--- config.mk ---
export PLATFORM = sky130hd
export DESIGN_NAME = instructionMemory
export DESIGN_NICKNAME = d
export VERILOG_FILES = /design/src/logic/cpuPkg.sv /design/src/logic/instructionMemory.sv
export SDC_FILE = /design/constraint.sdc
export NUM_CORES = 2
export LEC_CHECK = 0
export BUFFER_PORTS_ARGS = -buffer_cell sky130_fd_sc_hd__clkbuf_2
export CAP_MARGIN = 20
export CORE_AREA = 2 2 350 352
export DETAILED_ROUTE_END_ITERATION = 10
export DIE_AREA = 0 0 352 354
export PLACE_DENSITY = 0.81
export SYNTH_ARGS = -nofsm -noshare
export SYNTH_HDL_FRONTEND = slang
export SYNTH_SLANG_ARGS = --single-unit
--- constraint.sdc ---
create_clock -name clk -period 7.66 [get_ports clk]
set_clock_uncertainty 0.05 [all_clocks]
set_input_delay 1.149 -clock clk [delete_from_list [all_inputs] [get_ports clk]]
set_output_delay 1.149 -clock clk [all_outputs]
set_load 0.005 [all_outputs]
--- src/logic/cpuPkg.sv ---
package cpuPkg;

  localparam int xlen = 32;
  localparam int regIndexWidth = 5;
  localparam int memWords = 64;
  localparam int memIndexWidth = $clog2(memWords);

  // data addresses at or above mmioBase are peripherals
  localparam logic [xlen-1:0] mmioBase = 32'h0000_0100;
  localparam logic [xlen-1:0] storePortAddress = 32'h0000_0100;
  localparam logic [xlen-1:0] ledAddress = 32'h0000_0104;

  localparam logic [6:0] opReg = 7'b0110011;
  localparam logic [6:0] opImm = 7'b0010011;
  localparam logic [6:0] opLoad = 7'b0000011;
  localparam logic [6:0] opStore = 7'b0100011;
  localparam logic [6:0] opBranch = 7'b1100011;

  typedef enum logic [2:0] {
    aluAdd,
    aluSub,
    aluAnd,
    aluOr,
    aluXor,
    aluSlt
  } aluOpT;

  typedef enum logic [1:0] {
    forwardNone,
    forwardFromMemory,
    forwardFromWriteback
  } forwardSelT;

  typedef struct packed {
    logic [xlen-1:0] pc;
    logic [xlen-1:0] instruction;
  } ifIdT;

  // all flags clear means a bubble
  typedef struct packed {
    logic [xlen-1:0] pc;
    logic [xlen-1:0] sourceValueA;
    logic [xlen-1:0] sourceValueB;
    logic [regIndexWidth-1:0] sourceIndexA;
    logic [regIndexWidth-1:0] sourceIndexB;
    logic [regIndexWidth-1:0] destIndex;
    logic [xlen-1:0] immediate;
    aluOpT aluOp;
    logic useImmediate;
    logic memRead;
    logic memWrite;
    logic regWrite;
    logic isBranch;
    logic branchOnNotEqual;
  } idExT;

  typedef struct packed {
    logic [xlen-1:0] aluResult;
    logic [xlen-1:0] storeData;
    logic [regIndexWidth-1:0] destIndex;
    logic memRead;
    logic memWrite;
    logic regWrite;
  } exMemT;

  // load data is already merged into result
  typedef struct packed {
    logic [xlen-1:0] result;
    logic [regIndexWidth-1:0] destIndex;
    logic regWrite;
  } memWbT;

endpackage

--- src/logic/instructionMemory.sv ---
`timescale 1ns/1ps

module instructionMemory import cpuPkg::*; (
  input  logic                     clk,
  input  logic                     progWrite,
  input  logic [memIndexWidth-1:0] progAddress,
  input  logic [xlen-1:0]          progData,
  input  logic [xlen-1:0]          fetchAddress,
  output logic [xlen-1:0]          instruction
);

  logic [xlen-1:0] words [memWords];
  logic [memIndexWidth-1:0] fetchIndex;

  // byte address to word index
  assign fetchIndex = fetchAddress[memIndexWidth+1:2];

  always_ff @(posedge clk) begin
    if (progWrite) begin
      words[progAddress] <= progData;
    end
  end

  assign instruction = words[fetchIndex];

endmodule

* After elaboration in Yosys (flattened, before gate mapping)
Memories as Yosys holds them, arrays and structs flattened. Index checks and enable logic that the tools add are counted.
Word-level totals: bits of input ports 72, output and inout bits 32, memory bits (writable) 2048, word-level logic and storage cells 3, register bits after elaboration 0, memories kept 1
Cells by class: muxes and demuxes 2
Memories:
- words | words 64, bits a word 32, rd ports 1, clocked after Yosys merged registers in 0, write ports 1, line instructionMemory.sv:12 | logic [xlen-1:0] words [memWords];
Operator list (count):
- two-way mux 1 bit | 2

* Depth between registers and ports, before layout
word-level depth 2, depth in mapped cells 10, mapped depth without buffers 5

* Worst setup path after synthesis
OpenSTA, ideal clock, no wires.
path kind input port to flip-flop, start in progAddress[3], end mem words[48][0] (enable), path buffers 1, setup time 461 ps, setup slack 3301 ps, data arrival time 3848 ps, cell stages on the path 4, cells stage by stage clkbuf_1 nor2b_1 nand4b_1 nor3_1
RTL lines:
- start: declaration | line instructionMemory.sv:6 | input logic [memIndexWidth-1:0] progAddress,
- end: declaration | line instructionMemory.sv:12
Straight into the memory's write port.

* Worst setup path in the final report
start in fetchAddress[2], end out instruction[29]
On the way: cells in the longest elaborated chain, start to end 1
RTL lines:
- start: declaration | line instructionMemory.sv:8 | input logic [xlen-1:0] fetchAddress,
- memory (64 x 32 bit)
- end: declaration | line instructionMemory.sv:9 | output logic [xlen-1:0] instruction
No other way between the ends.

==> metrics <==
post-route design area 0.0874 sq mm; row count 128; Leak 27.2 nW; Synth Flop Type edfxtp_1; pre-CTS setup slack 1.93 ns; area leader, netlist edfxtp_1; Vias 40100; #FFs+latches synth 2048; area grow syn2layout 12.2%; largest net degree at the start of global routing 95; GRT met1 Usage 0.467; Slew HR 0.222; number of global-route vias before repair 40700; Gate power share 0.051; Synth top cells by count edfxtp_1, mux4_2, nor2_1; most area-consuming cells after synthesis edfxtp_1, mux4_2, mux2i_1; GPL Wtd Cong 0.792; vias per inst 7.58; total negative slack 0 ns; Clk pin slew, worst setup/hold paths 0.06 ns; switching pwr 4.96 mW; final wirelength 216000 um; Fin. Hold Viols 0; WL per Instance 40.9 um; CTS root buf clkbuf_16; drt initial violations 7567; dpl cells 4925; Post-Syn Area 0.0779 sq mm; Tcrit/Tclk final 0.757; post-synthesis sequential area ratio 0.790; Worst Path Required 6.46 ns; first-pass GRT wire length 304000 um; count leader, synth edfxtp_1; pwr/cell area 262 mW/mm^2; worst hold path class input pin to flip-flop; fin cells 5296; CTS Sinks 2048; Netlist cell types 33; unrepaired setup endpoints after global routing no; starting density of the core 0.644; Core Box Area 0.121 sq mm; status completed; IR drop worst, VDD 234 uV; fraction of layout cells with a size suffix above 1 0.297; Critical path origin fetchAddress[2]; Post-CTS Setup Inserts 0; Placed Area 0.0809 sq mm; Ys Warns 0; Die Ht 354 um; highest clock rate 172 MHz; number of synthesized flops with an enable pin 2048; GRT Total Usage 0.351; final setup fails 0; Ports 104; sw frac 0.217; Post-CTS Resized 0; Startpoint Class input pin; PortBufs 77; GR met3 Demand/Resource 0.0749; Crit Path Class input pin to output port; GRT met2 Usage 0.557; Post-Syn Instances 3292; DRC errors left 0; Nets 3590; number of flip-flops under the largest register name 2048; top flop regs words x2048; Setup crit end kind output port; Die Wd 352 um; post-detail-place hpwl 103000 um; Post-synth ARST share 0; CTS tree yes; final worst path period need 5.80 ns; CTS buffer count 188; Fin Hold WS 0.650 ns; Reg with most FFs words; Sequential Power Share 0.543; clk buf depth 3; Detailed Routing Iterations Pass 1 6; max-cap violation count 0; post-synth net total 3364; final worst slack 1.86 ns; Final Max Tran Viols 0; H-Tree Depth 4; clock power share 0.406; total gr overflow 0; number of hold buffers added after CTS 0; number of nets still failing antenna checks after routing 0; die area 0.125 sq mm; Most Used Layer, Global Route met2; area share of the largest cell type after synthesis 0.790; Avg Inst Size Synth 23.7 sq um; Tightest Pin Transition 1.17 ns; internal power 17.9 mW; WP data arrival 4.60 ns; antenna violations before repair 7; Max FO, Critical Path 70; worst setup path end instruction[29]
-- area by class of cell --
cell class | instances | area [sq um]
clock inverter | 107 | 1000
tap | 1625 | 2030
sequential | 2048 | 61500
multi-input combinational | 1062 | 16000
timing repair buffer | 218 | 1940
clock buffer | 234 | 4960
antenna | 2 | 5.00
fill | 6166 | 33500
-- cells in the final DEF, fill, tap and decap left out, types with 4 or more instances in the layout --
| cell | instances |
|---|---|
| bufinv_16 | 14 |
| o22ai_1 | 84 |
| o221ai_1 | 27 |
| clkbuf_2 | 73 |
| clkinvlp_4 | 8 |
| clkbuf_16 | 192 |
| and3_1 | 4 |
| inv_6 | 8 |
| nand3b_1 | 5 |
| edfxtp_1 | 2048 |
| buf_12 | 32 |
| nand2_1 | 26 |
| buf_4 | 107 |
| a22oi_1 | 12 |
| o32ai_1 | 4 |
| nor3_1 | 5 |
| nand3_1 | 5 |
| clkinv_2 | 27 |
| a21oi_1 | 62 |
| a311oi_1 | 8 |
| nor2b_1 | 15 |
| mux2i_1 | 93 |
| clkinv_1 | 40 |
| clkinv_4 | 4 |
| nor2_4 | 62 |
| nand2b_1 | 7 |
| clkbuf_1 | 42 |
| a41o_1 | 4 |
| nor2_1 | 75 |
| mux4_2 | 544 |
-- metrics by stage --
stage,power (mW),util
2_1_floorplan,13.3,-
3_3_place_gp,13.7,0.669
5_1_grt,23.3,0.723
3_5_place_dp,13.8,0.669
6_report,22.9,0.723
4_1_cts,22.9,0.718
-- cell families (layout without fill, tap and decap cells) --
logic type             count (synthesis)  in the layout  share of synthesized area
other                                  0              2                          0
and+or+nand+nor                      223            223                     0.0128
muxes                                637            637                      0.169
AOI/OAI and AO/OA                    202            202                     0.0169
buffers and inverters                182            559                     0.0114
DFF                                 2048           2048                      0.790
-- routing by layer --
layer | routed length, um | part of all wire
met5 | 63 | 0.00029
met4 | 13100 | 0.060
met3 | 27500 | 0.13
met2 | 106000 | 0.49
met1 | 69800 | 0.32
-- critical path: stages --
cell and delay (ns):
buf_8 0.45, buf_4 0.63, nand3b_1 0.59, o221ai_1 0.48, a21oi_1 0.11, a21oi_1 0.47, nor2_1 0.24, clkbuf_2 0.17
-- power groups by stage --
| stage | sequential (mW) | combinational (mW) | clock, mW |
|---|---|---|---|
| after global placement | 12.7 | 1.03 | 0 |
| after floorplan | 12.7 | 0.619 | 0 |
| after CTS | 12.4 | 1.12 | 9.30 |
| final | 12.4 | 1.17 | 9.29 |
| after global routing | 12.4 | 1.21 | 9.67 |
| after detailed placement | 12.7 | 1.08 | 0 |
-- worst min path at each step --
| stage | end | startpoint | cells past startpoint | slack [ns] |
|---|---|---|---|---|
| after floorplan | words[0][0] | progData[0] | 0 | 1.20 |
| after global placement | words[32][14] | progData[14] | 2 | 1.72 |
| after detailed placement | words[32][14] | progData[14] | 2 | 1.79 |
| after CTS | words[20][21] | progData[21] | 2 | 0.93 |
| after global routing | words[10][10] | progData[10] | 1 | 0.66 |
| final | words[8][10] | progData[10] | 1 | 0.65 |
Note: power is estimated with default switching activity, not from simulation.
