### src/logic/cpuPkg.sv
package cpuPkg;

  localparam int xlen = 32;
  localparam int regIndexWidth = 5;
  localparam int memWords = 64;
  localparam int memIndexWidth = $clog2(memWords);

  // data addresses at or above mmioBase are peripherals
  localparam logic [xlen-1:0] mmioBase = 32'h0000_0100;
  localparam logic [xlen-1:0] storePortAddress = 32'h0000_0100;
  localparam logic [xlen-1:0] ledAddress = 32'h0000_0104;

  localparam logic [6:0] opReg = 7'b0110011;
  localparam logic [6:0] opImm = 7'b0010011;
  localparam logic [6:0] opLoad = 7'b0000011;
  localparam logic [6:0] opStore = 7'b0100011;
  localparam logic [6:0] opBranch = 7'b1100011;

  typedef enum logic [2:0] {
    aluAdd,
    aluSub,
    aluAnd,
    aluOr,
    aluXor,
    aluSlt
  } aluOpT;

  typedef enum logic [1:0] {
    forwardNone,
    forwardFromMemory,
    forwardFromWriteback
  } forwardSelT;

  typedef struct packed {
    logic [xlen-1:0] pc;
    logic [xlen-1:0] instruction;
  } ifIdT;

  // all flags clear means a bubble
  typedef struct packed {
    logic [xlen-1:0] pc;
    logic [xlen-1:0] sourceValueA;
    logic [xlen-1:0] sourceValueB;
    logic [regIndexWidth-1:0] sourceIndexA;
    logic [regIndexWidth-1:0] sourceIndexB;
    logic [regIndexWidth-1:0] destIndex;
    logic [xlen-1:0] immediate;
    aluOpT aluOp;
    logic useImmediate;
    logic memRead;
    logic memWrite;
    logic regWrite;
    logic isBranch;
    logic branchOnNotEqual;
  } idExT;

  typedef struct packed {
    logic [xlen-1:0] aluResult;
    logic [xlen-1:0] storeData;
    logic [regIndexWidth-1:0] destIndex;
    logic memRead;
    logic memWrite;
    logic regWrite;
  } exMemT;

  // load data is already merged into result
  typedef struct packed {
    logic [xlen-1:0] result;
    logic [regIndexWidth-1:0] destIndex;
    logic regWrite;
  } memWbT;

endpackage

### src/logic/hazardUnit.sv
`timescale 1ns/1ps

module hazardUnit import cpuPkg::*; (
  input  logic [regIndexWidth-1:0] decodeSourceA,
  input  logic [regIndexWidth-1:0] decodeSourceB,
  input  logic [regIndexWidth-1:0] executeSourceA,
  input  logic [regIndexWidth-1:0] executeSourceB,
  input  logic [regIndexWidth-1:0] executeDest,
  input  logic                     executeMemRead,
  input  logic [regIndexWidth-1:0] memoryDest,
  input  logic                     memoryRegWrite,
  input  logic [regIndexWidth-1:0] writebackDest,
  input  logic                     writebackRegWrite,
  input  logic                     memoryBlocked,
  output logic                     stall,
  output logic                     freeze,
  output forwardSelT               forwardA,
  output forwardSelT               forwardB
);

  function automatic forwardSelT selectSource(logic [regIndexWidth-1:0] source);
    forwardSelT sel;
    sel = forwardNone;
    if (source != '0) begin
      // memory stage holds the younger value
      if (memoryRegWrite && memoryDest == source) begin
        sel = forwardFromMemory;
      end else if (writebackRegWrite && writebackDest == source) begin
        sel = forwardFromWriteback;
      end
    end
    return sel;
  endfunction

  assign stall = executeMemRead && (executeDest != '0) &&
                 (executeDest == decodeSourceA || executeDest == decodeSourceB);
  assign freeze = memoryBlocked;

  assign forwardA = selectSource(executeSourceA);
  assign forwardB = selectSource(executeSourceB);

endmodule

### config.mk
export PLATFORM = sky130hd
export DESIGN_NAME = hazardUnit
export DESIGN_NICKNAME = d
export VERILOG_FILES = /design/src/logic/cpuPkg.sv /design/src/logic/hazardUnit.sv
export SDC_FILE = /design/constraint.sdc
export NUM_CORES = 1
export LEC_CHECK = 0
export BUFFER_PORTS_ARGS = -buffer_cell sky130_fd_sc_hd__buf_2
export CAP_MARGIN = 30
export CORE_AREA = 2 2 39 41
export DETAILED_ROUTE_END_ITERATION = 10
export DIE_AREA = 0 0 41 43
export PLACE_DENSITY = 0.75
export RECOVER_POWER = 50
export SYNTH_ARGS = -nofsm -noshare
export SYNTH_HDL_FRONTEND = slang
export SYNTH_SLANG_ARGS = --single-unit
### constraint.sdc
create_clock -name vclk -period 2.8
set_input_delay 0.42 -clock vclk [all_inputs]
set_output_delay 0.42 -clock vclk [all_outputs]
set_load 0.03 [all_outputs]
Yosys cells after proc, flatten, opt, wreduce, memory -nomap -nowiden
Index checks and enable logic that the tools add are counted.
{"block": "totals", "reg_bits": 0, "input_bits": 39, "out_inout_bits": 6, "elab_cells": 22}
{"block": "classes", "eq_ne": 6, "mux": 6, "n_reduce_logical": 10}
{"cell": "equality test 5 bit", "n": 6}
{"cell": "nonzero test 5 bit", "n": 3}
{"cell": "2-to-1 mux 2 bit", "n": 6}
{"cell": "logical AND 1 bit", "n": 6}
{"cell": "logical OR 1 bit", "n": 1}

Longest topological paths before layout
{"block": "logic_depth", "word_depth": 5, "ltp_mapped": 4, "mapped_depth_nobuf": 4}

Worst setup path after synthesis
Ideal clock, no wire load.
{"block": "synth_timing", "kind": "input to output", "startpoint": "in executeSourceA[1]", "endpoint": "out forwardA[0]", "t_arrival_ps": 1340, "t_required_ps": 2380, "setup_slack_ps": 1040, "cell_stages": 4, "path_buffers": 0, "path_cell_list": "xor2_1 nor4_1 nand3_1 nor2_1"}
{"block": "synth_via", "elab_chain_len": 4, "word_cells_on_any_way": 5, "classes_between": "eq/ne: 1; mux: 2; reduce/logical: 2"}
{"element": "start: declaration", "line_no": "hazardUnit.sv:6", "text": "input logic [regIndexWidth-1:0] executeSourceA,"}
{"element": "equality test 5 bit", "line_no": "hazardUnit.sv:26", "text": "if (memoryRegWrite && memoryDest == source) begin"}
{"element": "logical AND 1 bit", "line_no": "hazardUnit.sv:26"}
{"element": "2-to-1 mux 2 bit", "line_no": "hazardUnit.sv:26"}
{"element": "2-to-1 mux 2 bit *", "line_no": "hazardUnit.sv:24", "text": "if (source != '0) begin"}
{"element": "end: declaration", "line_no": "hazardUnit.sv:17", "text": "output forwardSelT forwardA,"}
Mark *: on every way between the ends. The rest lies on a longest branch, timed or not.

Worst setup path in the final report
{"block": "layout_timing", "startpoint": "in memoryDest[3]", "endpoint": "out forwardB[0]"}
{"block": "layout_via", "elab_chain_len": 4}
{"element": "start: declaration", "line_no": "hazardUnit.sv:10", "text": "input logic [regIndexWidth-1:0] memoryDest,"}
{"element": "equality test 5 bit", "line_no": "hazardUnit.sv:26"}
{"element": "logical AND 1 bit", "line_no": "hazardUnit.sv:26"}
{"element": "2-to-1 mux 2 bit", "line_no": "hazardUnit.sv:26"}
{"element": "2-to-1 mux 2 bit", "line_no": "hazardUnit.sv:24"}
{"element": "end: declaration", "line_no": "hazardUnit.sv:18", "text": "output forwardSelT forwardB"}
No other way between the ends.

==> out/qor.yml <==
setup_path:
  startpoint: "memoryDest[3]"
  worstPathArrival_ns: 1.51
  cp.buffers_inverters: 2
  startpoint_type: "primary input"
  crit_fanout: 2
  crit_family: "simple AND/OR/NAND/NOR gates"
  end_kind: "output port"
  slowest_delay_ns: 0.32
  critical_path_class: "in -> out"
  crit_required_ns: 2.38
  cp.depth: 6
  crit_chain: "buf_2, xor2_1, nor4_1, nand3_1, nor2_1, clkbuf_1"
  cp_slowest_cell: "clkbuf_1"
status:
  status: "finished, final reports clean"
routing:
  wl_per_cell_um: 10.7
  drt-initial-drc-count: 8
  via_per_inst: 4.59
  drtAntennaViolNets: 0
  drt-total-wl_um: 1200
  vias: 514
  drt-met1-wl_um: 509
  dr.pass1.iters: 4
  route.detailed.drc: 0
  route.met2.wl_um: 648
  route.top_layer_used: "met3"
  dr_wl_met3_um: 42
die:
  fp.dieW_um: 41
  num_rows: 14
  die-area_um2: 1760
  initial_utilization: 0.313
  io_pins: 45
  core_um2: 1380
  die_y_um: 43
power_and_ir_drop:
  p_per_area_nw_per_um2: 141
  p_leak_nw: 0.302
  peakVddDrop_mv: 0.0602
cells_and_area:
  area_delta_synth_final_pct: 52.3
  regArea_um2: 0
  design_area_um2: 659
  drive_above_1_share: 0.500
  fill_cells: 143
  design.seq.count: 0
  n_clock_buffer: 0
  nNetsFinal: 137
  final_common_cell: "buf_2"
  num_antenna_cells: 0
  final_cell_mix: "buf_2, xnor2_1, xor2_1, nand3_1"
global_route:
  grt_usage: 0.156
  grt_pass1_wl_um: 2090
  grt_antenna_before_repair: 0
  grt_max_degree: 4
  grt_pass1_vias: 516
  grt_overflow_total: 0
timing:
  report.final.slew_viol_count: 0
  fin_setup_tns_ns: 0
  rsz0062_at_grt: "no"
  period_minus_slack_ns: 1.93
  setup_viol: 0
  fmax_mhz: 518
  hold_viol: 0
  slew_headroom: 0.754
  worst_slew_pin_slew_ns: 0.371
  post-route-period-util: 0.689
synth:
  synth_nets: 93
  yosysUniqueCellTypes: 15
  synth_top_area_share: 0.324
  synth-seq-area-share: 0
  yosysWarnings: 0
  netlist_top_cells_area: "xnor2_1, xor2_1, nor4b_2"
  syn_area_um2: 433
  syn_avg_cell_area_um2: 8.02
  netlist_instances: 54
  yosysTopAreaCell: "xnor2_1"
hold_path:
  hp-class: "in -> out"
  hold_depth: 0
  min-delay-start: "memoryBlocked"
placement:
  gp_congestion: 0.800
  port_buffers: 43
  dp_hpwl_um: 1120
  placed_area_um2: 661
clock_tree:
  cts_resized: 0
  post_cts_buffers: 0
  holdBufCountCts: 0
run:
  max_cap_viol_count: 0
==> final cells by class <==
type / instances / area, um^2 / share of cell area
tap: 16 / 20.0 / 0.0304
timing repair buffer: 43 / 214 / 0.324
multi-input combinational: 53 / 425 / 0.645
==> power breakdown <==
part	switching, mW	internal, mW	total, mW
logic	0.0445	0.0483	0.0928
registers	0	0	0
clock network	0	0	0
==> final timing paths <==
path | slack [ns] | end
worst min-delay path | 0.84 | freeze
worst max-delay path | 0.87 | forwardB[0]
==> synthesized netlist by cell type <==
master    n
nor2_1    2
nor2_4    2
nor3_1    2
xor2_1   14
or4_1     1
nand4_1   2
nand2_1   2
nand3_1   4
or4_4     2
nor4_1    2
nor4b_2   2
o21ai_1   1
xnor2_1  16
buf_4     1
a21oi_1   1
==> routing by layer <==
metal,track usage,vias to the layer above
met5,0,-
met4,0,0
met3,0.00524,0
met2,0.266,9
met1,0.222,233
li1,-,272
==> cell families after synthesis <==
logic type | Yosys count | share of synthesized area
xor+xnor | 30 | 0.607
simple gates | 21 | 0.353
compound gates | 2 | 0.0231
buf+inv | 1 | 0.0173
==> per-stage QoR <==
stage / hold slack [ns] / util / power, mW / instances / worst slack [ns]
floorplan: 0.972 / - / 0.0480 / 54 / 1.04
global placement: 0.840 / 0.477 / 0.0918 / 112 / 0.893
detailed placement: 0.840 / 0.477 / 0.0930 / 112 / 0.899
CTS: 0.840 / 0.477 / 0.0935 / 112 / 0.884
global route: 0.840 / 0.476 / 0.102 / 112 / 0.787
finish: 0.840 / 0.476 / 0.0928 / 112 / 0.871
No activity file was read; power rests on OpenSTA's default activity.
