File: src/logic/cpuPkg.sv
package cpuPkg;

  localparam int xlen = 32;
  localparam int regIndexWidth = 5;
  localparam int memWords = 64;
  localparam int memIndexWidth = $clog2(memWords);

  // data addresses at or above mmioBase are peripherals
  localparam logic [xlen-1:0] mmioBase = 32'h0000_0100;
  localparam logic [xlen-1:0] storePortAddress = 32'h0000_0100;
  localparam logic [xlen-1:0] ledAddress = 32'h0000_0104;

  localparam logic [6:0] opReg = 7'b0110011;
  localparam logic [6:0] opImm = 7'b0010011;
  localparam logic [6:0] opLoad = 7'b0000011;
  localparam logic [6:0] opStore = 7'b0100011;
  localparam logic [6:0] opBranch = 7'b1100011;

  typedef enum logic [2:0] {
    aluAdd,
    aluSub,
    aluAnd,
    aluOr,
    aluXor,
    aluSlt
  } aluOpT;

  typedef enum logic [1:0] {
    forwardNone,
    forwardFromMemory,
    forwardFromWriteback
  } forwardSelT;

  typedef struct packed {
    logic [xlen-1:0] pc;
    logic [xlen-1:0] instruction;
  } ifIdT;

  // all flags clear means a bubble
  typedef struct packed {
    logic [xlen-1:0] pc;
    logic [xlen-1:0] sourceValueA;
    logic [xlen-1:0] sourceValueB;
    logic [regIndexWidth-1:0] sourceIndexA;
    logic [regIndexWidth-1:0] sourceIndexB;
    logic [regIndexWidth-1:0] destIndex;
    logic [xlen-1:0] immediate;
    aluOpT aluOp;
    logic useImmediate;
    logic memRead;
    logic memWrite;
    logic regWrite;
    logic isBranch;
    logic branchOnNotEqual;
  } idExT;

  typedef struct packed {
    logic [xlen-1:0] aluResult;
    logic [xlen-1:0] storeData;
    logic [regIndexWidth-1:0] destIndex;
    logic memRead;
    logic memWrite;
    logic regWrite;
  } exMemT;

  // load data is already merged into result
  typedef struct packed {
    logic [xlen-1:0] result;
    logic [regIndexWidth-1:0] destIndex;
    logic regWrite;
  } memWbT;

endpackage

File: src/logic/memoryManagementUnit.sv
`timescale 1ns/1ps

module memoryManagementUnit import cpuPkg::*; (
  input  logic            clk,
  input  logic            reset,
  input  logic [xlen-1:0] address,
  input  logic [xlen-1:0] writeData,
  input  logic            memRead,
  input  logic            memWrite,
  input  logic            storeReady,
  output logic [xlen-1:0] readData,
  output logic            blocked,
  output logic            storeValid,
  output logic [xlen-1:0] storeAddress,
  output logic [xlen-1:0] storeData,
  output logic [7:0]      led
);

  logic [xlen-1:0] dataRam [memWords];
  logic [memIndexWidth-1:0] ramIndex;
  logic isRam;
  logic isLed;
  logic isStorePort;

  assign isRam = address < mmioBase;
  assign isLed = address == ledAddress;
  assign isStorePort = address == storePortAddress;
  assign ramIndex = address[memIndexWidth+1:2];

  always_ff @(posedge clk) begin
    if (memWrite && isRam) begin
      dataRam[ramIndex] <= writeData;
    end
  end

  always_ff @(posedge clk) begin
    if (reset) begin
      led <= '0;
    end else if (memWrite && isLed) begin
      led <= writeData[7:0];
    end
  end

  // store port and unmapped addresses read as zero
  always_comb begin
    readData = '0;
    if (memRead) begin
      if (isRam) begin
        readData = dataRam[ramIndex];
      end else if (isLed) begin
        readData = {{(xlen-8){1'b0}}, led};
      end
    end
  end

  // held stable by the freeze until the transfer cycle
  assign storeValid = memWrite && isStorePort;
  assign storeAddress = address;
  assign storeData = writeData;
  assign blocked = storeValid && !storeReady;

endmodule

File: config.mk
export PLATFORM = sky130hd
export DESIGN_NAME = memoryManagementUnit
export DESIGN_NICKNAME = d
export VERILOG_FILES = /design/src/logic/cpuPkg.sv /design/src/logic/memoryManagementUnit.sv
export SDC_FILE = /design/constraint.sdc
export NUM_CORES = 2
export LEC_CHECK = 0
export ABC_AREA = 1
export BUFFER_PORTS_ARGS = -buffer_cell sky130_fd_sc_hd__buf_2
export CORE_ASPECT_RATIO = 1.5
export CORE_MARGIN = 2
export CORE_UTILIZATION = 48
export DETAILED_ROUTE_END_ITERATION = 7
export PLACE_DENSITY = 0.67
export SLEW_MARGIN = 25
export SYNTH_ARGS = -nofsm -noshare
export SYNTH_HDL_FRONTEND = slang
export SYNTH_SLANG_ARGS = --single-unit
File: constraint.sdc
create_clock -name clk -period 3.4 [get_ports clk]
set_input_delay 0.51 -clock clk [delete_from_list [all_inputs] [get_ports clk]]
set_output_delay 0.51 -clock clk [all_outputs]
set_load 0.005 [all_outputs]
Word-level counts from Yosys, hierarchy flattened
Memory sizes are Yosys's and may differ from the RTL's.
Cells that the tools add are included.
{ "totals": {"register_bits": 8, "ramBits": 2048, "rom_bits": 0, "memories": 1, "inputBits": 69, "output_inout_bits": 106, "word_cells": 15, "latchBits": 0} }
{ "memory_table": {"columns": ["memory", "words", "width", "rd", "rd_ports_with_merged_regs", "write_ports", "line_no", "rtl"], "rows": [
  ["dataRam", 64, 32, 1, 0, 1, "memoryManagementUnit.sv:19", "logic [xlen-1:0] dataRam [memWords];"]
]} }
{ "op_classes": {"bitwise_logic": 0, "n_div": 0, "n_mux": 5, "order_cmp": 1, "shift": 0, "addsub": 0, "reduce_logical": 5, "eq_ne": 2, "mul": 0} }
{ "ops": {"columns": ["cell", "count"], "rows": [
  ["equality test 32 x 9 -> 1 bit, second input constant", 2],
  ["2-to-1 mux 32 bit", 2],
  ["< comparator 32 x 9 -> 1 bit, second input constant", 1],
  ["2-to-1 mux 8 bit", 1],
  ["logical AND 1 bit", 4],
  ["2-to-1 mux 1 bit", 2],
  ["zero test 1 bit", 1]
]} }

Depth between registers and ports, before layout
{ "depth": {"word_depth": 4, "mapped_depth": 14, "ltp_nobuf": 12} }

Worst setup path after synthesis
OpenSTA, ideal clock, no wires.
{ "synth_path": {"path_type": "input to register", "from": "input port address[2]", "to": "memory dataRam[13][0], enable pin", "cell_stages": 8, "path_buffers": 4, "setup_slack_ns": 0.027, "arrival_time_ns": 2.952, "path_cell_list": "buf_6 -> inv_4 -> buf_4 -> buf_6 -> buf_2 -> nor4_4 -> nand2_2 -> nor2_1"} }
{ "synth_via": {"elab_chain_cells": 4} }
{ "synth_lines": {"columns": ["item", "line_no", "rtl"], "rows": [
  ["start: declaration", "memoryManagementUnit.sv:6", "input logic [xlen-1:0] address,"],
  ["< comparator 32 x 9 -> 1 bit", "memoryManagementUnit.sv:25", "assign isRam = address < mmioBase;"],
  ["logical AND 1 bit", "memoryManagementUnit.sv:31", "if (memWrite && isRam) begin"],
  ["2-to-1 mux 1 bit", "memoryManagementUnit.sv:31", null],
  ["2-to-1 mux 1 bit (not written as such)", "memoryManagementUnit.sv:32", "dataRam[ramIndex] <= writeData;"],
  ["end: declaration", "memoryManagementUnit.sv:19", null]
]} }
Parallel ways exist; a longest one is shown, timed or not.

Worst setup path in the final report
{ "layout_path": {"from": "input port address[2]", "to": "output port readData[8]"} }
{ "layout_via": {"elab_chain_cells": 3, "word_cells_on_any_way": 4, "classes_between": "order compare (1); mux (2); memory (1)"} }
{ "layout_lines": {"columns": ["item", "line_no", "rtl"], "rows": [
  ["< comparator 32 x 9 -> 1 bit / memory (64 x 32 bit) (equally long branches)", null, null],
  ["2-to-1 mux 32 bit *", "memoryManagementUnit.sv:48", "if (isRam) begin"],
  ["2-to-1 mux 32 bit *", "memoryManagementUnit.sv:47", "if (memRead) begin"],
  ["end: declaration", "memoryManagementUnit.sv:11", "output logic [xlen-1:0] readData,"]
]} }
Mark *: on every way between the ends. The rest lies on a longest branch, timed or not.

==> summary.md <==
| Metric | Value |
|---|---|
| Cells along the critical path | buf_8 > inv_16 > buf_12 > buf_16 > nand2_1 > nand3_1 > o2111ai_1 > nand3_1 > nand2_1 > nor2_1 > nand2_1 > nor2_1 > buf_2 |
| Yosys top cell area share | 0.7487 |
| Layout area overhead | 15.13% |
| Family with the most delay on the worst path | simple AND/OR/NAND/NOR gates |
| Worst reg2reg setup slack | around 2.8 ns |
| Cells after synthesis | ~6400 |
| WL final | 256400 um |
| Crit Path Category | input port to output pin |
| CP startpoint kind | input port |
| Worst endpoint required time | between 2 and 3 ns |
| Failing checks | setup timing |
| Core area | 0.1706 mm^2 |
| Tcrit/Tclk final | 1.002 |
| Switching power | about 11 mW |
| WL/cell | ~28 um |
| Max VDD drop | between 0.4 and 0.5 mV |
| Tmin final | about 3.4 ns |
| Via density | 5.975 |
| Synthesis-stage register bit count | about 2100 |
| Worst Setup SP | address[2] |
| Area occupied by registers | just over 0.06 mm^2 |
| Run status | finished, violations left |
| Clock tree buffer depth | 3 |
| Global-route wire length before repair | about 370000 um |
| IO buf count | 174 |
| Max-cap viol count | 0 |
| Ratio of cells with drive above 1 in the final layout | 0.1609 |
| Hold Path Origin | writeData[28] |
| Post-synth EDFFs | between 2000 and 2500 |
| Finish-stage setup viols | 1 |
| Total grt overflow | 0 |
| Final std cells w/o fill | slightly above 9000 |
| M3 GR Usage | 0.04609 |
| Avg Synthesized Cell Area | about 13 um^2 |
| Worst R2R Start | led[5] |
| I/O pin count | 175 |
| Gate power share | 0.061 |
| Critical path fanouts, max | 53 |
| Syn nets | between 6000 and 7000 |
| Internal | between 30 and 40 mW |
| Reg2reg path depth | 2 |
| Asr flop ratio synth | 0 |
| Seq/Total Area, Yosys | 0.7507 |
| Met2 GRT Util | 0.4778 |
| Clk sinks | a little over 2000 |
| DRC errors left | 0 |
| Switching portion of total power | 0.2237 |
| CP most frequent cell | nand2_1 |
| Predominant post-synthesis flop cell | edfxtp_1 |
| Initial antenna violation count | 15 |
| Max-slew violations | 0 |
| Final Hold Fails | 0 |
| Ys Warns | 0 |
| Placer Congestion | roughly 0.9 |
| Most common cell in the synthesized netlist | edfxtp_1 |
| Initial core utilization | 0.4815 |
| Slowest stage delay, CP | a little under 0.3 ns |
| Root Buffer | clkbuf_16 |
| Die area | roughly 0.17 mm^2 |
| Fmax | roughly 290 MHz |
| Worst Path Buf+Inv | 5 |
| WP depth | 13 |
| CTS tree | done |
| CTS clk-pin slew, worst paths | about 0.06 ns |
| Cell Rows | ~190 |
| Die W | roughly 340 um |
| Cell taking the most area after synthesis | edfxtp_1 |
| RSZ-0062 raised after global routing | no |
| PnR worst setup slack | -0.007695 ns |
| Top cells by area, synth | edfxtp_1 (75%), nand2_1 (6.9%), nand3_1 (4.5%) |
| Critical Path AT | just under 3 ns |
| Fill count | roughly 14000 |
| Detailed Place HPWL | 154700 um |
| Clock Latency Late Sink | 0.83 ns |
| Drt first pass iters | 6 |
| H-tree depth | 4 |
| Vias in the first global route | ~53000 |
| HP Class | input port to register |
| Final core utilization | 0.5544 |
| Synth cell types | 40 |
| Pleak | around 33 nW |
| Placed cell count | 8866 |
| Multi-input gate area | 0.01796 mm^2 |
| Most Crowded Layer GR | met2 |
| Initial drt markers | roughly 6500 |
| GRT Total Usage | 0.2912 |
| Post-synth top cells | edfxtp_1 (2048), nand2_1 (1510), nand3_1 (744), nor2_1 (589), o21ai_0 (257) |
| Worst slew pin tran | slightly below 1 ns |
| Final Net Count | about 6900 |
| Worst setup path end | readData[8] |
| Total number of vias | approximately 55000 |
| Clk pwr share | 0.392 |
| Layout Skew | 0 ns |
| Slew HR | 0.3482 |
| Die Span Y | 510.6 um |
| Met1 usage | 0.3593 |
| Max stage delay cell, worst path | buf_16 |
| CTS Buf Count | 177 |
| Cell area after synthesis | approximately 0.082 mm^2 |
| Reg-to-Reg End | led[5] |
| PwrDens | approximately 540 mW/mm^2 |
| Crit end category | output pin |
| Largest net degree at the start of global routing | 95 |
| Flop pwr share | 0.547 |
| Post-route ant nets | 0 |
-- sequential cells by signal, indices dropped and copies added (netlist names) --
| register | flops |
|---|---|
| dataRam | 2048 |
| led | 8 |
-- per-layer routing --
layer | wire length (um) | vias up | part of all wire
met3 | 23920 | 763 | 0.093
met2 | 124300 | 3356 | 0.48
met5 | 47 | - | 0.00018
li1 | - | 23695 | -
met4 | 18100 | 8 | 0.071
met1 | 90080 | 27120 | 0.35
-- kinds of logic after synthesis --
kind of cell	synth area share
compound gates	0.04868
buf+inv	0.03765
simple gates	0.1630
flops	0.7507
-- worst register-to-register path: cells and delay by family (launching register included) --
family / cells / cell delay [ns]
AOI/OAI and AO/OA: 1 / 0.11
DFF: 1 / 0.36
and+or+nand+nor: 1 / 0.07
-- worst min path at each step --
stage                       to  slack [ns]  cells past startpoint
3_5_place_dp            led[6]        0.47                      2
3_3_place_gp            led[1]        0.47                      2
2_1_floorplan           led[0]        0.47                      2
5_1_grt        dataRam[10][28]        0.11                      1
4_1_cts        dataRam[23][25]        0.06                      1
6_report       dataRam[10][28]        0.10                      1
-- cell usage in the layout (no fill, tap or decap), drive strengths merged, types with 6 or more instances in the layout --
cell type,synthesis,routed
nor2,598,598
a31oi,7,7
a211oi,10,10
a21boi,6,6
nand2,1516,1516
nor3,38,38
bufinv,0,14
a21oi,88,88
inv,196,202
dfxtp,8,8
or2,169,169
o21ai,263,263
o2111ai,133,133
diode,0,6
clkinv,4,83
buf,347,605
clkbuf,94,219
o221ai,19,19
nand3,744,744
o211ai,96,96
edfxtp,2048,2048
nand4,57,57
-- cell type report --
| cell class | instances | share of cell area |
|---|---|---|
| Inverter | 200 | 0.008283 |
| Tap cell | 2256 | 0.02985 |
| Multi-Input combinational cell | 3748 | 0.1899 |
| Sequential cell | 2056 | 0.6520 |
| Antenna cell | 6 | 0.0001588 |
| Clock buffer | 217 | 0.04888 |
| Timing Repair Buffer | 609 | 0.06023 |
| Clock inverter | 104 | 0.01069 |
-- power groups by stage --
| stage | registers [mW] | clock network, mW | logic [mW] |
|---|---|---|---|
| floorplan | 28.4 | 0 | 1.46 |
| global placement | 28.4 | 0 | 3.01 |
| detailed placement | 28.4 | 0 | 3.06 |
| CTS | 27.8 | 20.1 | 3.07 |
| global route | 27.8 | 21.0 | 3.33 |
| finish | 27.8 | 20.0 | 3.12 |
-- stage by stage --
step                setup slack, ns  cell area [um^2]  power [mW]  setup TNS [ns]  hold WS, ns
CTS                         0.03029             94420       51.03               0      0.06051
floorplan                   0.02669             82140       29.87               0       0.4703
global placement            -0.3968             88750       31.41         -0.3968       0.4689
global route               0.007663             94560       52.13               0       0.1053
detailed placement          -0.4213             88750       31.46         -0.4541       0.4706
finish                    -0.007695             94560       50.94       -0.007695       0.1040
-- timing repair --
item,in CTS,in global routing
pin swaps,0,1
hold endpoints to repair,12,0
resized for setup,6,19
gates cloned,0,2
setup endpoints to repair,3,15
hold buffers,2,0
setup buffers,0,0
Power figures use the tool's default switching activity.
