$ cat src/logic/cpuPkg.sv
package cpuPkg;

  localparam int xlen = 32;
  localparam int regIndexWidth = 5;
  localparam int memWords = 64;
  localparam int memIndexWidth = $clog2(memWords);

  // data addresses at or above mmioBase are peripherals
  localparam logic [xlen-1:0] mmioBase = 32'h0000_0100;
  localparam logic [xlen-1:0] storePortAddress = 32'h0000_0100;
  localparam logic [xlen-1:0] ledAddress = 32'h0000_0104;

  localparam logic [6:0] opReg = 7'b0110011;
  localparam logic [6:0] opImm = 7'b0010011;
  localparam logic [6:0] opLoad = 7'b0000011;
  localparam logic [6:0] opStore = 7'b0100011;
  localparam logic [6:0] opBranch = 7'b1100011;

  typedef enum logic [2:0] {
    aluAdd,
    aluSub,
    aluAnd,
    aluOr,
    aluXor,
    aluSlt
  } aluOpT;

  typedef enum logic [1:0] {
    forwardNone,
    forwardFromMemory,
    forwardFromWriteback
  } forwardSelT;

  typedef struct packed {
    logic [xlen-1:0] pc;
    logic [xlen-1:0] instruction;
  } ifIdT;

  // all flags clear means a bubble
  typedef struct packed {
    logic [xlen-1:0] pc;
    logic [xlen-1:0] sourceValueA;
    logic [xlen-1:0] sourceValueB;
    logic [regIndexWidth-1:0] sourceIndexA;
    logic [regIndexWidth-1:0] sourceIndexB;
    logic [regIndexWidth-1:0] destIndex;
    logic [xlen-1:0] immediate;
    aluOpT aluOp;
    logic useImmediate;
    logic memRead;
    logic memWrite;
    logic regWrite;
    logic isBranch;
    logic branchOnNotEqual;
  } idExT;

  typedef struct packed {
    logic [xlen-1:0] aluResult;
    logic [xlen-1:0] storeData;
    logic [regIndexWidth-1:0] destIndex;
    logic memRead;
    logic memWrite;
    logic regWrite;
  } exMemT;

  // load data is already merged into result
  typedef struct packed {
    logic [xlen-1:0] result;
    logic [regIndexWidth-1:0] destIndex;
    logic regWrite;
  } memWbT;

endpackage

$ cat src/logic/alu.sv
`timescale 1ns/1ps

module alu import cpuPkg::*; (
  input  aluOpT           aluOp,
  input  logic [xlen-1:0] operandA,
  input  logic [xlen-1:0] operandB,
  output logic [xlen-1:0] result,
  output logic            equal
);

  always_comb begin
    case (aluOp)
      aluAdd: result = operandA + operandB;
      aluSub: result = operandA - operandB;
      aluAnd: result = operandA & operandB;
      aluOr:  result = operandA | operandB;
      aluXor: result = operandA ^ operandB;
      aluSlt: begin
        result = '0;
        result[0] = $signed(operandA) < $signed(operandB);
      end
      default: result = '0;
    endcase
  end

  // branch decision uses this, not the result
  assign equal = operandA == operandB;

endmodule

$ cat config.mk
export PLATFORM = sky130hd
export DESIGN_NAME = alu
export DESIGN_NICKNAME = d
export VERILOG_FILES = /design/src/logic/cpuPkg.sv /design/src/logic/alu.sv
export SDC_FILE = /design/constraint.sdc
export NUM_CORES = 1
export LEC_CHECK = 0
export ABC_AREA = 1
export BUFFER_PORTS_ARGS = -buffer_cell sky130_fd_sc_hd__buf_2
export CAP_MARGIN = 20
export CORE_MARGIN = 5
export CORE_UTILIZATION = 30
export DETAILED_ROUTE_END_ITERATION = 7
export PLACE_DENSITY_LB_ADDON = 0.2
export SKIP_LAST_GASP = 1
export SYNTH_ARGS = -nofsm -noshare
export SYNTH_HDL_FRONTEND = slang
export SYNTH_SLANG_ARGS = --single-unit
$ cat constraint.sdc
create_clock -name vclk -period 4.3
set_clock_uncertainty 0.1 [all_clocks]
set_input_delay 0.215 -clock vclk [all_inputs]
set_output_delay 0.215 -clock vclk [all_outputs]
set_load 0.01 [all_outputs]
* Yosys cells after proc, flatten, opt, wreduce, memory -nomap -nowiden
Cells that the tools add are included.
Operators by class: add/sub/neg operators 2, multipliers 0, div/mod/pow operators 0, $lt $le $gt $ge 1, equality and inequality tests 6, shifts and indexed selects 0, mux-type cells 1, bitwise logic cells 3, reductions and logical operators 1
Operators by type and width (number):
- one-hot mux 32 bit (6 select lines) | 1
- adder 32 bit | 1
- AND 32 bit | 1
- == test 32 bit | 1
- less-than comparator 32 bit | 1
- OR 32 bit | 1
- subtractor 32 bit | 1
- bitwise XOR 32 bit | 1
- == test 3 x 2 -> 1 bit, second input constant | 2
- == test 3 bit, second input constant | 2
- == test 3 x 1 -> 1 bit, second input constant | 1
- zero test 3 bit | 1
Word-level totals: register bits 0, bits in latches 0, RAM bits 0, ROM bits 0, bits of input ports 67, memories kept 0

* Logic depth before layout (Yosys ltp)
Gate-level depths: netlist of run 1.
depth in word-level cells 2, gate-level depth with buffers 17, depth with buffers taken out 16

* Worst setup path after synthesis of run 1
No wires, ideal clock.
kind input-to-output, start point input operandA[0], end point output result[22], data arrival time 1.649 ns, slack 2.336 ns, stages on the path 13, path buffers 0, cells stage by stage ha_1 -> fa_1 -> nand3_1 -> nand3_1 -> nand2_1 -> nand2_1 -> nand2_1 -> nand2_1 -> nand2_1 -> nand2_1 -> nand2_1 -> nand3_1 -> nand3_1
On the way: longest elaborated chain between the ends 2, elaborated cells between the ends (all ways) 3
Ends and longest elaborated chain:
- start: declaration | line alu.sv:5 | input logic [xlen-1:0] operandA,
- subtractor 32 bit or adder 32 bit (tied branches) | line alu.sv:14, alu.sv:13
- one-hot mux 32 bit (6 select lines) (*) | line alu.sv:12 | case (aluOp)
- end: declaration | line alu.sv:7 | output logic [xlen-1:0] result,
Mark *: on every way between the ends. The rest lies on a longest branch, timed or not.

* Worst setup path after layout of run 1
start point input operandA[29], end point output result[31]
The elaborated chain is that of the path after synthesis.

==> impl_metrics.ini, run 1 <==
[power]
power_report.internal_total_mw = 0.2753
powerDensity_nw_per_um2 = 125.6
power.share.clock = 0
p_sw_mw = 0.6076
design_power_total_mw = 0.8829
static-leakage-power_nw = 4.447
comb_power_share = 1.000
power.share.switching = 0.6882
power_frac_seq = 0
ir_drop_mv = 0.03966

[worst_setup_path]
worst_path_cell_chain = buf_2 -> inv_1 -> ha_1 -> nand2_1 -> a21oi_1 -> nor2_1 -> nand2_1 -> a21oi_1 -> nand2_1 -> nand2_1 -> nand3_1 -> nand3_1 -> buf_2
crit_path_end_kind = output port
critical_path.max_stage_delay_ns = 0.44
critPathLaunchType = primary input
crit_required_ns = 3.98
cpMaxStageDelayCell = sky130_fd_sc_hd__ha_1
arrival_ns = 2.34
crit_type = primary input to output port
worstPathBufferInverterCount = 3
critical_path.most_common_cell = sky130_fd_sc_hd__nand2_1
critPathTopFamily = simple AND/OR/NAND/NOR gates
path_max_fanout = 8
crit_path_start = operandA[29]

[floorplan]
placement_rows = 53
core-area_um2 = 21020
die_span_in_y_um = 156.0
dieWidth_um = 156.0
initial_utilization = 0.3043
ios = 100
dieArea_um2 = 24350

[synthesis]
synth_cells = 1270
synthesis.nets = 1440
area_of_the_mapped_netlist_um2 = 6397
synth_xor_xnor_area_share = 0.01232
synth_area_leaders = sky130_fd_sc_hd__nand2_1 25%, sky130_fd_sc_hd__ha_1 20%, sky130_fd_sc_hd__inv_1 17%
syn-mean-instance-area_um2 = 5.037
synthAdderAreaFrac = 0.2038
yosys_warnings = 0
synth_top_family_by_area = simple AND/OR/NAND/NOR gates
ys_seq_area_frac = 0
synth_simple_gate_area_share = 0.4444
ys_types = 37
synth_largest_area_cell = sky130_fd_sc_hd__nand2_1
post_synthesis_mux_area_share = 0
compound_gate_fraction_of_synth_area = 0.1277
yosysTopAreaCellShare = 0.2458

[drt]
drt_first_iter_violations = 630
post-route-drc-count = 0
drt-total-wl_um = 25020
drt.antenna.violating_nets = 0
wire_per_inst_um = 15.51
num_vias = 7765
drt_pre_antenna_iters = 5
vias_per_cell = 4.814

[layout]
layout-drive-gt1-share = 0.09492
area_delta_synth_final_pct = 9.857
mostFrequentLayoutCell = sky130_fd_sc_hd__nand2_1
final.clkbuf_count = 0
mostFrequentLayoutCells = 419 x sky130_fd_sc_hd__nand2_1, 290 x sky130_fd_sc_hd__inv_1, 113 x sky130_fd_sc_hd__nand3_1, 101 x sky130_fd_sc_hd__ha_1
multi_input_logic_area_um2 = 5042
fin_nets = 1510
seq_cells = 0
sequential_cell_area_um2 = 0
fillerInstances = 2527
antenna_cells_inserted = 0

[timing]
finalSetupTns_ns = 0
period_minus_slack_ns = 2.658
final_min_period_over_clock_period = 0.6181
hold_violations = 0
max_clock_freq_mhz = 376.3
finalMaxSlewViolations = 0
timing.max_slew.rel_slack = 0.5789
grt_setup_unrepaired = false
worst_pin_slew_ns = 0.6310
finalSetupViolations = 0

[cts]
post_cts_resize_count = 0
postCtsSetupRepairBufs = 0
hold_buffers = 0

[placement]
io_buffer_count = 100
place_congestion = 0.9694
dp_hpwl_um = 21110

[grt]
global_route.overflow_total = 0
track_usage = 0.1983
first_global_vias = 7318
global_route_wire_length_before_repair_um = 39080
grt_start_max_net_pins = 33
antenna_found_initial = 0

[status]
outcome = completed

[worst_hold_path]
min-delay-start = aluOp[1]
timing.hold.worst.class = primary input to output port

[flow_run]
max-cap-violations = 0
final timing paths:
kind	endpoint	slack, ns	depth (start not counted)
worst min-delay path	result[0]	0.80	5
worst max-delay path	result[31]	1.64	13
metrics by stage:
stage               hold WS [ns]  utilization  std cells  setup WS (ns)  instance area [um2]
floorplan                 0.5026            -       1270          2.336                 6397
global placement          0.8218       0.3343       1613          1.704                 7028
detailed placement        0.8123       0.3343       1613          1.711                 7028
CTS                       0.8132       0.3343       1613          1.700                 7028
global route              0.8407       0.3343       1613          1.490                 7028
finish                    0.8048       0.3343       1613          1.642                 7028
kinds of logic (layout without fill, tap and decap cells):
family	after synthesis	after routing
simple gates	680	680
xor+xnor	9	9
compound gates	146	146
fa+ha+maj	103	103
buf+inv	332	400
cell type report:
class	instances	share of cell area
multi-input combinational	938	0.7175
inverter	296	0.1581
timing repair buffer	104	0.07549
tap	275	0.04896
Yosys cell counts (2+ instances only):
cell type / count
sky130_fd_sc_hd__a21oi_1: 74
sky130_fd_sc_hd__a221oi_1: 3
sky130_fd_sc_hd__and2_1: 2
sky130_fd_sc_hd__and3_1: 3
sky130_fd_sc_hd__buf_1: 2
sky130_fd_sc_hd__buf_2: 17
sky130_fd_sc_hd__buf_4: 7
sky130_fd_sc_hd__buf_6: 8
sky130_fd_sc_hd__fa_1: 2
sky130_fd_sc_hd__ha_1: 101
sky130_fd_sc_hd__inv_1: 290
sky130_fd_sc_hd__inv_2: 5
sky130_fd_sc_hd__nand2_1: 419
sky130_fd_sc_hd__nand3_1: 113
sky130_fd_sc_hd__nand4_1: 10
sky130_fd_sc_hd__nor2_1: 100
sky130_fd_sc_hd__nor2_2: 8
sky130_fd_sc_hd__nor2_4: 2
sky130_fd_sc_hd__nor3_1: 13
sky130_fd_sc_hd__nor3_2: 3
sky130_fd_sc_hd__nor3_4: 2
sky130_fd_sc_hd__nor4_1: 2
sky130_fd_sc_hd__o211ai_1: 3
sky130_fd_sc_hd__o21ai_0: 24
sky130_fd_sc_hd__o21ai_1: 3
sky130_fd_sc_hd__o21bai_1: 5
sky130_fd_sc_hd__o221ai_1: 4
sky130_fd_sc_hd__o22ai_1: 28
sky130_fd_sc_hd__xor2_1: 9
per-layer routing:
| metal | GRT usage | vias up | wire, um | share of wire |
|---|---|---|---|---|
| met5 | 0 | - | 0 | 0 |
| met4 | 0.02126 | 0 | 235 | 0.0094 |
| met3 | 0.01331 | 20 | 1532 | 0.061 |
| met2 | 0.3223 | 245 | 11040 | 0.44 |
| met1 | 0.2960 | 3474 | 12210 | 0.49 |
| li1 | - | 4026 | - | - |
power groups by stage:
stage	registers [mW]	clock network, mW	logic, mW
2_1_floorplan	0	0	0.596
3_3_place_gp	0	0	0.871
3_5_place_dp	0	0	0.872
4_1_cts	0	0	0.876
5_1_grt	0	0	0.989
6_report	0	0	0.883
No activity file was read; power rests on OpenSTA's default activity.
==> run 2: changes to the inputs <==
==> constraint.sdc (replaced) <==
create_clock -name vclk -period 2.7
set_clock_uncertainty 0.1 [all_clocks]
set_input_delay 0.135 -clock vclk [all_inputs]
set_output_delay 0.135 -clock vclk [all_outputs]
set_load 0.01 [all_outputs]
==> run 2 against run 1 <==
Against the previous run: setup slack got worse by 1.4 ns; combinational power up 59%; largest power group unchanged; wire length down 2.5%; critical path type unchanged; first-iteration DRC count is 6.3% higher; power increased by 58%; clock-buffer cell count stayed put; highest routed layer unchanged.
==> impl_metrics.ini, run 2 (synthesis results as in run 1) <==
[status]
outcome = completed

[worst_setup_path]
critical_path_cell_count = 14
crit_path_end_kind = output port
worstPathBufferInverterCount = 2
cpMaxStageDelayCell = sky130_fd_sc_hd__fa_1
crit_type = primary input to output port
crit_path_start = operandA[0]
crit_required_ns = 2.47
critPathLaunchType = primary input
arrival_ns = 2.23
critical_path.max_stage_delay_ns = 0.44
path_max_fanout = 4
worst_path_cell_chain = buf_2 -> ha_1 -> fa_1 -> nand3_1 -> nand3_1 -> nand2_1 -> nand2_1 -> nand2_1 -> nand2_1 -> nand2_1 -> nand3_1 -> nand3_1 -> nand3_1 -> buf_2
critical_path.endpoint = result[18]
critPathTopFamily = simple AND/OR/NAND/NOR gates

[drt]
post-route-drc-count = 0
drt-total-wl_um = 24390
drt_first_iter_violations = 670
num_vias = 7771
vias_per_cell = 4.812
drt.antenna.violating_nets = 0
wire_per_inst_um = 15.10
drt_pre_antenna_iters = 5

[floorplan]
placement_rows = 53
dieWidth_um = 156.0
die_span_in_y_um = 156.0
initial_utilization = 0.3043
ios = 100
core-area_um2 = 21020
dieArea_um2 = 24350

[placement]
placement.setup.worst_slack_ns = 0.2831
dp_hpwl_um = 20770
io_buffer_count = 100
place_congestion = 0.9295

[layout]
sequential_cell_area_um2 = 0
seq_cells = 0
area_delta_synth_final_pct = 10.09
mostFrequentLayoutCells = 419 x sky130_fd_sc_hd__nand2_1, 290 x sky130_fd_sc_hd__inv_1, 113 x sky130_fd_sc_hd__nand3_1, 101 x sky130_fd_sc_hd__ha_1
antenna_cells_inserted = 0
layout-drive-gt1-share = 0.09627
final.clkbuf_count = 0
fin_nets = 1512
mostFrequentLayoutCell = sky130_fd_sc_hd__nand2_1

[timing]
grt_setup_unrepaired = false
finalSetupTns_ns = 0
hold_violations = 0
postLayoutSetupSlackWorst_ns = 0.2347
final_min_period_over_clock_period = 0.9131
worst_pin_slew_ns = 0.6614
max_clock_freq_mhz = 405.6
period_minus_slack_ns = 2.465
finalMaxSlewViolations = 0
finalSetupViolations = 0
timing.max_slew.rel_slack = 0.5586

[power]
power_report.internal_total_mw = 0.4401
power_frac_seq = 0
comb_power_share = 1.000
static-leakage-power_nw = 4.457
power.share.switching = 0.6850
ir_drop_mv = 0.06878
p_sw_mw = 0.9569
powerDensity_nw_per_um2 = 198.4
power.share.clock = 0

[grt]
grt_start_max_net_pins = 28
antenna_found_initial = 0
track_usage = 0.1911
global_route_wire_length_before_repair_um = 37900
first_global_vias = 7243
global_route.overflow_total = 0

[cts]
post_cts_resize_count = 0
hold_buffers = 0
postCtsSetupRepairBufs = 0

[flow_run]
max-cap-violations = 0

[worst_hold_path]
timing.hold.worst.class = primary input to output port
[run 2: cell types whose count changed in the layout (fill, tap and decap cells not counted)]
cell	previous run	this run
sky130_fd_sc_hd__buf_4	4	6
[run 2: worst min-delay path by stage]
stage	slack, ns	end	depth (start not counted)	start
6_report	0.64	result[0]	5	aluOp[1]
5_1_grt	0.66	result[0]	5	aluOp[1]
4_1_cts	0.65	result[0]	5	aluOp[1]
3_5_place_dp	0.65	result[0]	5	aluOp[1]
3_3_place_gp	0.65	result[0]	5	aluOp[1]
2_1_floorplan	0.34	result[0]	3	aluOp[1]
[run 2: cell type report]
type	count	area, um2
fill	2498	13980
inverter	296	1111
multi-input combinational	938	5042
tap	275	344.1
timing repair buffer	106	545.5
[run 2: stage by stage]
| step | cell area [um2] | util | power (mW) | hold slack (ns) | cells |
|---|---|---|---|---|---|
| after global placement | 7043 | 0.3350 | 1.377 | 0.6451 | 1615 |
| after detailed placement | 7043 | 0.3350 | 1.381 | 0.6467 | 1615 |
| after CTS | 7043 | 0.3350 | 1.387 | 0.6468 | 1615 |
| after global routing | 7043 | 0.3350 | 1.563 | 0.6647 | 1615 |
| after floorplan | 6397 | - | 0.9495 | 0.3426 | 1270 |
| final | 7043 | 0.3350 | 1.397 | 0.6398 | 1615 |
[run 2: metal layers]
layer	track usage	vias up	wire length, um
li1	-	4035	-
met1	0.2803	3476	11800
met3	0.01415	27	1454
met2	0.3149	233	10830
met4	0.02209	0	307
met5	0	-	0
[run 2: power groups by stage]
stage | Sequential (mW) | Clock, mW | Combinational [mW]
floorplan | 0 | 0 | 0.949
global placement | 0 | 0 | 1.38
detailed placement | 0 | 0 | 1.38
CTS | 0 | 0 | 1.39
global route | 0 | 0 | 1.56
finish | 0 | 0 | 1.40
